`config.mk`:
```
export PLATFORM = sky130hd
export DESIGN_NAME = sdram_cmd_watch
export DESIGN_NICKNAME = d
export VERILOG_FILES = /design/src/hw/sdram_mon_pkg.sv /design/src/hw/sdram_bank_tracker.sv /design/src/hw/sdram_cmd_decode.sv /design/src/hw/sdram_cmd_watch.sv /design/src/hw/sdram_mon_status.sv /design/src/hw/sdram_rfs_monitor.sv
export SDC_FILE = /design/constraint.sdc
export NUM_CORES = 1
export LEC_CHECK = 0
export ABC_CLOCK_PERIOD_IN_PS = 2300
export BUFFER_PORTS_ARGS = -buffer_cell sky130_fd_sc_hd__buf_2
export CELL_PAD_IN_SITES_DETAIL_PLACEMENT = 0
export CELL_PAD_IN_SITES_GLOBAL_PLACEMENT = 1
export CORE_AREA = 2 2 75 77
export CTS_BUF_LIST = sky130_fd_sc_hd__clkbuf_4 sky130_fd_sc_hd__clkbuf_8
export CTS_CLUSTER_SIZE = 25
export DETAILED_ROUTE_END_ITERATION = 16
export DIE_AREA = 0 0 77 79
export PLACE_DENSITY_LB_ADDON = 0.12
export SLEW_MARGIN = 20
export SYNTH_ARGS = -nofsm -noshare
export SYNTH_HDL_FRONTEND = slang
export SYNTH_SLANG_ARGS = --single-unit
```
`constraint.sdc`:
```
create_clock -name clk -period 2.3 [get_ports clk]
set_input_delay 0.345 -clock clk [delete_from_list [all_inputs] [get_ports clk]]
set_output_delay 0.345 -clock clk [all_outputs]
set_load 0.02 [all_outputs]
```
`src/hw/sdram_mon_pkg.sv`:
```
// shared command, violation and status types for the SDRAM command watcher, imported by each block
package sdram_mon_pkg;

    localparam int NUM_BANKS   = 4;   // banks tracked for open rows
    localparam int RFS_COUNT_W = 16;  // width of the saturating refresh count

    // commands as seen on the pins
    typedef enum logic [3:0] {
        NOP          = 4'd0,
        ACTIVE       = 4'd1,
        READ         = 4'd2,
        WRITE        = 4'd3,
        BURST_TERM   = 4'd4,
        PRECHARGE    = 4'd5,
        AUTO_REFRESH = 4'd6,
        LOAD_MODE    = 4'd7,
        DESELECT     = 4'd8   // cs_n high, pins ignored
    } sdram_cmd_e;

    typedef struct packed {
        sdram_cmd_e                   cmd;
        logic [$clog2(NUM_BANKS)-1:0] ba;
        logic                         a10;  // all-banks select on precharge
    } sdram_cmd_t;

    // one-cycle pulses from the bank tracker
    typedef struct packed {
        logic rfs_open_bank;
        logic act_open_bank;
    } sdram_viol_t;

    typedef struct packed {
        logic                   rfs_timeout_seen;
        logic                   rfs_open_bank_seen;
        logic                   act_open_bank_seen;
        logic [RFS_COUNT_W-1:0] rfs_count;
    } sdram_mon_status_t;

    // JEDEC truth table on {ras_n, cas_n, we_n}
    function automatic sdram_cmd_e decode_pins(input logic cs_n, input logic ras_n,
                                               input logic cas_n, input logic we_n);
        sdram_cmd_e c;
        if (cs_n)
            c = DESELECT;
        else
        begin
            case ({ras_n, cas_n, we_n})
                3'b111:  c = NOP;
                3'b011:  c = ACTIVE;
                3'b101:  c = READ;
                3'b100:  c = WRITE;
                3'b110:  c = BURST_TERM;
                3'b010:  c = PRECHARGE;
                3'b001:  c = AUTO_REFRESH;
                default: c = LOAD_MODE;   // 000
            endcase
        end
        return c;
    endfunction

endpackage

```
`src/hw/sdram_bank_tracker.sv`:
```
// open-bank bookkeeping, reports refresh with a row open and activate of an already open bank
`timescale 1ns/1ps

module sdram_bank_tracker
    import sdram_mon_pkg::*;
(
    input  logic        clk,
    input  logic        rst_n,
    input  sdram_cmd_t  cmd,
    output sdram_viol_t viol
);

    logic [NUM_BANKS-1:0] open_banks;  // bit per bank with a row open
    logic [NUM_BANKS-1:0] open_nxt;
    sdram_viol_t          viol_d;
    sdram_viol_t          viol_q;

    always_comb
    begin
        open_nxt = open_banks;
        viol_d   = '0;
        case (cmd.cmd)
            ACTIVE:
            begin
                viol_d.act_open_bank = open_banks[cmd.ba];  // row already open here
                open_nxt[cmd.ba]     = 1'b1;                // stays set either way
            end
            PRECHARGE:
            begin
                if (cmd.a10)
                    open_nxt = '0;  // precharge all
                else
                    open_nxt[cmd.ba] = 1'b0;
            end
            AUTO_REFRESH:
                viol_d.rfs_open_bank = |open_banks;
            default:
                ;  // reads, writes, nop etc leave the set alone
        endcase
    end

    always_ff @(posedge clk or negedge rst_n)
    begin
        if (!rst_n)
        begin
            open_banks <= '0;
            viol_q     <= '0;
        end
        else
        begin
            open_banks <= open_nxt;
            viol_q     <= viol_d;  // pulse for one cycle
        end
    end

    assign viol = viol_q;

    // a single command is either a refresh or an activate
    a_viol_exclusive: assert property (@(posedge clk) disable iff (!rst_n)
        !(viol_q.rfs_open_bank && viol_q.act_open_bank))
        else $error("sdram_bank_tracker: both violation bits high together");

endmodule

```
`src/hw/sdram_cmd_decode.sv`:
```
// input stage of the watcher, samples the command pins each edge and emits one typed command
`timescale 1ns/1ps

module sdram_cmd_decode
    import sdram_mon_pkg::*;
(
    input  logic       clk,
    input  logic       rst_n,
    input  logic       cs_n,
    input  logic       ras_n,
    input  logic       cas_n,
    input  logic       we_n,
    input  logic [1:0] ba,
    input  logic       a10,
    output sdram_cmd_t cmd
);

    sdram_cmd_t cmd_d;  // decoded from the live pins
    sdram_cmd_t cmd_q;  // registered, one cycle behind the pins

    always_comb
    begin
        cmd_d.cmd = decode_pins(cs_n, ras_n, cas_n, we_n);
        cmd_d.ba  = ba;   // kept even when unused by the command
        cmd_d.a10 = a10;
    end

    always_ff @(posedge clk or negedge rst_n)
    begin
        if (!rst_n)
        begin
            cmd_q.cmd <= DESELECT;  // idle bus after reset
            cmd_q.ba  <= '0;
            cmd_q.a10 <= 1'b0;
        end
        else
            cmd_q <= cmd_d;
    end

    assign cmd = cmd_q;

    // controller must drive every pin once out of reset
    a_pins_known: assert property (@(posedge clk) disable iff (!rst_n)
        !$isunknown({cs_n, ras_n, cas_n, we_n, ba, a10}))
        else $error("sdram_cmd_decode: unknown value on command pins");

endmodule

```
`src/hw/sdram_cmd_watch.sv`:
```
// top of the passive SDRAM command checker, wires decode, refresh and bank checks and status
`timescale 1ns/1ps

module sdram_cmd_watch
    import sdram_mon_pkg::*;
#(
    parameter int MAX_RFS_ITV_CYC = 2232,  // 15.625 us at 7 ns
    parameter int INIT_AUTO_RFS_N = 2
)(
    input  logic              clk,
    input  logic              rst_n,
    input  logic              cs_n,
    input  logic              ras_n,
    input  logic              cas_n,
    input  logic              we_n,
    input  logic [1:0]        ba,
    input  logic              a10,
    input  logic              err_clr,
    output logic              start_rfs_timing,
    output logic              rfs_timeout,
    output sdram_mon_status_t status
);

    sdram_cmd_t  cmd;   // one cycle after the pins
    sdram_viol_t viol;  // two cycles after the pins

    sdram_cmd_decode u_decode (
        .clk   (clk),
        .rst_n (rst_n),
        .cs_n  (cs_n),
        .ras_n (ras_n),
        .cas_n (cas_n),
        .we_n  (we_n),
        .ba    (ba),
        .a10   (a10),
        .cmd   (cmd)
    );

    sdram_rfs_monitor #(
        .MAX_RFS_ITV_CYC (MAX_RFS_ITV_CYC),
        .INIT_AUTO_RFS_N (INIT_AUTO_RFS_N)
    ) u_rfs_mon (
        .clk              (clk),
        .rst_n            (rst_n),
        .cmd              (cmd),
        .start_rfs_timing (start_rfs_timing),
        .rfs_timeout      (rfs_timeout)
    );

    sdram_bank_tracker u_bank_trk (
        .clk   (clk),
        .rst_n (rst_n),
        .cmd   (cmd),
        .viol  (viol)
    );

    sdram_mon_status u_status (
        .clk         (clk),
        .rst_n       (rst_n),
        .err_clr     (err_clr),
        .cmd         (cmd),
        .rfs_timeout (rfs_timeout),
        .viol        (viol),
        .status      (status)
    );

endmodule

```
`src/hw/sdram_mon_status.sv`:
```
// result stage, sticky error flags and a saturating refresh count, cleared by err_clr
`timescale 1ns/1ps

module sdram_mon_status
    import sdram_mon_pkg::*;
(
    input  logic              clk,
    input  logic              rst_n,
    input  logic              err_clr,      // level, clears while high
    input  sdram_cmd_t        cmd,
    input  logic              rfs_timeout,
    input  sdram_viol_t       viol,
    output sdram_mon_status_t status
);

    logic              rfs_seen_q;  // refresh delayed one stage, lines up with viol
    sdram_mon_status_t status_q;

    always_ff @(posedge clk or negedge rst_n)
    begin
        if (!rst_n)
            rfs_seen_q <= 1'b0;
        else
            rfs_seen_q <= (cmd.cmd == AUTO_REFRESH);
    end

    always_ff @(posedge clk or negedge rst_n)
    begin
        if (!rst_n)
            status_q <= '0;
        else if (err_clr)
            status_q <= '0;  // clear beats a same-cycle set
        else
        begin
            if (rfs_timeout)
                status_q.rfs_timeout_seen <= 1'b1;
            if (viol.rfs_open_bank)
                status_q.rfs_open_bank_seen <= 1'b1;
            if (viol.act_open_bank)
                status_q.act_open_bank_seen <= 1'b1;
            // hold at all ones
            if (rfs_seen_q && (status_q.rfs_count != {RFS_COUNT_W{1'b1}}))
                status_q.rfs_count <= status_q.rfs_count + 1'b1;
        end
    end

    assign status = status_q;

endmodule

```
`src/hw/sdram_rfs_monitor.sv`:
```
// refresh checker, flags the start of refresh timing after init and any over-long refresh gap
`timescale 1ns/1ps

module sdram_rfs_monitor
    import sdram_mon_pkg::*;
#(
    parameter int MAX_RFS_ITV_CYC = 2232,  // allowed refresh gap in cycles
    parameter int INIT_AUTO_RFS_N = 2      // refreshes issued during init
)(
    input  logic       clk,
    input  logic       rst_n,
    input  sdram_cmd_t cmd,
    output logic       start_rfs_timing,
    output logic       rfs_timeout
);

    localparam int CNT_W = (MAX_RFS_ITV_CYC > 2) ? $clog2(MAX_RFS_ITV_CYC) : 1;
    localparam logic [CNT_W-1:0] CNT_LAST = CNT_W'(MAX_RFS_ITV_CYC - 1);

    logic                     is_rfs;
    logic [INIT_AUTO_RFS_N:0] init_rfs_oh;  // one-hot, bit n means n init refreshes seen
    logic                     start_q;
    logic                     monitor_en;   // sticky once init is done
    logic [CNT_W-1:0]         itv_cnt;      // cycles since last refresh
    logic                     itv_suspend;  // counter parked at CNT_LAST
    logic                     timeout_q;

    assign is_rfs = (cmd.cmd == AUTO_REFRESH);

    // marker walks up once per init refresh, stops at the top bit
    always_ff @(posedge clk or negedge rst_n)
    begin
        if (!rst_n)
            init_rfs_oh <= {{INIT_AUTO_RFS_N{1'b0}}, 1'b1};
        else if (is_rfs && !init_rfs_oh[INIT_AUTO_RFS_N])
            init_rfs_oh <= {init_rfs_oh[INIT_AUTO_RFS_N-1:0], 1'b0};
    end

    always_ff @(posedge clk or negedge rst_n)
    begin
        if (!rst_n)
            start_q <= 1'b0;
        else
            start_q <= is_rfs & init_rfs_oh[INIT_AUTO_RFS_N-1];  // last init refresh only
    end

    always_ff @(posedge clk or negedge rst_n)
    begin
        if (!rst_n)
            monitor_en <= 1'b0;
        else if (!monitor_en)
            monitor_en <= start_q;  // one cycle after the pulse
    end

    // any refresh restarts the gap, even before enable
    always_ff @(posedge clk or negedge rst_n)
    begin
        if (!rst_n)
        begin
            itv_cnt     <= '0;
            itv_suspend <= 1'b0;
        end
        else if (is_rfs)
        begin
            itv_cnt     <= '0;
            itv_suspend <= 1'b0;
        end
        else if (monitor_en && !itv_suspend)
        begin
            itv_cnt     <= itv_cnt + 1'b1;
            itv_suspend <= (itv_cnt == CNT_LAST - 1'b1);  // park on the limit
        end
    end

    always_ff @(posedge clk or negedge rst_n)
    begin
        if (!rst_n)
            timeout_q <= 1'b0;
        else
            timeout_q <= (itv_cnt == CNT_LAST);  // drops the edge after the refresh clears cnt
    end

    assign start_rfs_timing = start_q;
    assign rfs_timeout      = timeout_q;

    // init count can only be crossed once
    a_start_single: assert property (@(posedge clk) disable iff (!rst_n)
        start_q |=> !start_q)
        else $error("sdram_rfs_monitor: start_rfs_timing high two cycles running");

    a_timeout_enabled: assert property (@(posedge clk) disable iff (!rst_n)
        $rose(timeout_q) |-> monitor_en)
        else $error("sdram_rfs_monitor: rfs_timeout rose before refresh timing started");

endmodule

```
==> results.md <==
* Hold buffer count at CTS at 0
* First-pass GRT wire length at 7.65 mm
* Layout cells sized above 1 at 22.8%
* Via count at 1,754
* Final Setup Violations at 0
* CP startpoint kind: register
* Inserted Diodes at 0
* Total GRT Usage at 15.6%
* Worst-Skew Late Latency at around 0.30 ns
* Crit-path max FO at 10
* PortBufs at 30
* DRT iter0 DRCs at 57
* CTS clk-pin slew, worst paths at 0.10 ns
* LEAKAGE at 1.25 nW
* Syn avg cell area at between 10 and 15 um^2
* Synthesized flop and latch total at 52
* Rows at 27
* Full die area at 0.00608 mm^2
* Top cell type's share of synthesized area at 52.2%
* Post-Route WL at between 4 and 5 mm
* Gp weighted congestion at 0.790
* Largest net degree at the start of global routing at 53
* Setup Fix Bufs, Post-CTS at 0
* Crit-path max cell delay at between 0.5 and 0.6 ns
* Ys async rst share at 100%
* Core Region at approximately 0.0053 mm^2
* CTS tree: yes
* H-Tree Level Count at 2
* Post-Syn Instances at 224
* Area contributors post-synth: dfrtp_1, nor2_1, a31oi_1, a21oi_1, dfstp_2
* Worst vdd ir at 0.364 mV
* Post-DP HPWL at 3.03 mm
* WS Path Type: register to register
* CP cell instances: nand3_2 > or3_1 > or4_1 > o211a_1
* Most common cell in the netlist: dfrtp_1
* Nets at 271
* Min cycle time layout at 1.88 ns
* Starting Density at 44.9%
* Design Area, Final at 0.00274 mm^2
* Routed Antenna Nets at 0
* Die W at 77 um
* Vias/cell at 5.30
* Slew @ Worst Pin at 0.660 ns
* Primary FF master, synth: dfrtp_1
* Yosys warnings at 0
* Ports at 31
* Vias in the first global route at ~1,700
* Final period util at 81.7%
* Final Max Slew Viols at 0
* Drt wl/cell at 13.5 um
* Placed Instance Area at roughly 0.0026 mm^2
* Crit. End Element: register
* Post-CTS Resized at 0
* CTS Buffer Depth at 2
* Post-synth top area cell: dfrtp_1
* Post-Syn Area at 0.00240 mm^2
* Layout area overhead at 14.3%
* Slew HR at 55.6%
* Unrepaired setup endpoints after global routing: false
* Root buf cell: clkbuf_8
* Worst Hold Class: primary input to asynchronous set/reset pin
* WP data arrival at 2.08 ns
* Die H at 79 um
* Placed Instances at 323
* Clk_skew at 0.00853 ns
* Max Clk Rate at 0.532 GHz
* CP required at between 2 and 3 ns
* Fin. Hold Viols at 0
* Power Density at around 580 mW/mm^2
* Status: finished, final reports clean
* Final Non-Filler Cells at 331
* Gr ovfl total at 0
* Mapped Nets at 237
* Critical-path top delay cell: or4_1
* Initial DRT Pass Iterations at 4
* TritonCTS Buffers at 5
* Initial antenna violation count at 0
* Number of flops mapped to enable cells by yosys at 0
* Setup_tns at 0 ns
* DRC at 0
* Max-cap violations at 0
* CTS Sinks at 52
* Seq/Total Area, Yosys at 54.4%
* Ranking of synthesized cells by instance count: dfrtp_1, nor2_1, a21oi_1, nand2_1
* Post-synthesis cell type count at 55
flip-flops by register name (all words and copies together), names as in the netlist, 2 cells and up:
name,cells
u_status.status,19
u_rfs_mon.itv_cnt,12
u_decode.cmd,7
u_bank_trk.open_banks,4
u_rfs_mon.init_rfs_oh,3
u_bank_trk.viol,2
per-stage QoR:
step / power, mW / hold slack, ns / util (%) / worst slack, ns
after floorplan: 1.03 / 0.0494 / - / 0.444
after global placement: 1.08 / 0.449 / 49.6 / 0.483
after detailed placement: 1.08 / 0.451 / 49.6 / 0.449
after CTS: 1.63 / 0.123 / 51.3 / 0.443
after global routing: 1.67 / 0.123 / 51.3 / 0.255
final: 1.59 / 0.134 / 51.3 / 0.421
placed cells by master (no fill, tap or decap), drive strengths merged, types with 6 or more instances in the layout:
| cell | instances |
|---|---|
| dfrtp | 50 |
| buf | 34 |
| nor2 | 22 |
| a21oi | 11 |
| nand2 | 10 |
| inv | 10 |
| a31oi | 9 |
| nand3 | 9 |
| nand4 | 7 |
| o21ai | 7 |
| xor2 | 6 |
| or3 | 6 |
worst max-delay path: cells and delay by family, from the launching register on:
kind             cells  cell delay [ns]
AND/OR/NAND/NOR      3             1.17
flip-flops           1             0.48
AO/OA/AOI/OAI        1             0.14
power breakdown:
part	internal, mW	switching (mW)
Sequential	0.944	0.0265
Clock	0.222	0.313
Combinational	0.0392	0.0501
cell type report:
class	instances	area, um^2
inverters	9	33.8
fillers	510	2600
multi-input cells	156	1040
flip-flops and latches	52	1300
clock buffers	5	68.8
well taps	72	90.1
clock inverters	3	26.3
repair buffers	34	180
cells by family (layout without fill, tap and decap cells):
kind of cell    after synthesis  count (layout)  share of synthesized area (%)
flops                        52              52                           54.4
simple gates                 91              91                           22.1
compound gates               47              47                           13.0
mux                           4               4                           2.24
xor+xnor                     11              11                           4.02
fa+ha+maj                     3               3                           1.57
buf+inv                      16              51                           2.61
final timing paths:
path,from,endpoint,slack (ns),depth (start not counted)
hold reg to reg,u_rfs_mon.start_rfs_timing,u_rfs_mon.monitor_en,0.48,1
setup / recovery,u_status.status[2],u_status.status[15],0.42,4
setup reg to reg,u_status.status[2],u_status.status[15],0.42,4
max in group asynchronous,rst_n,u_bank_trk.open_banks[0],1.72,2
min in group clk,a10,u_decode.cmd[0],0.14,1
hold / removal,rst_n,u_status.status[15],0.13,2
routing by layer:
layer  track usage [%]  vias up  part of all wire, %
li1                  -      884                    -
met1              21.2      834                   50
met2              25.1       34                   46
met3              4.09        2                  3.9
met4              4.29        0                 0.34
met5                 0        -                    0
No activity file was read; power rests on OpenSTA's default activity.
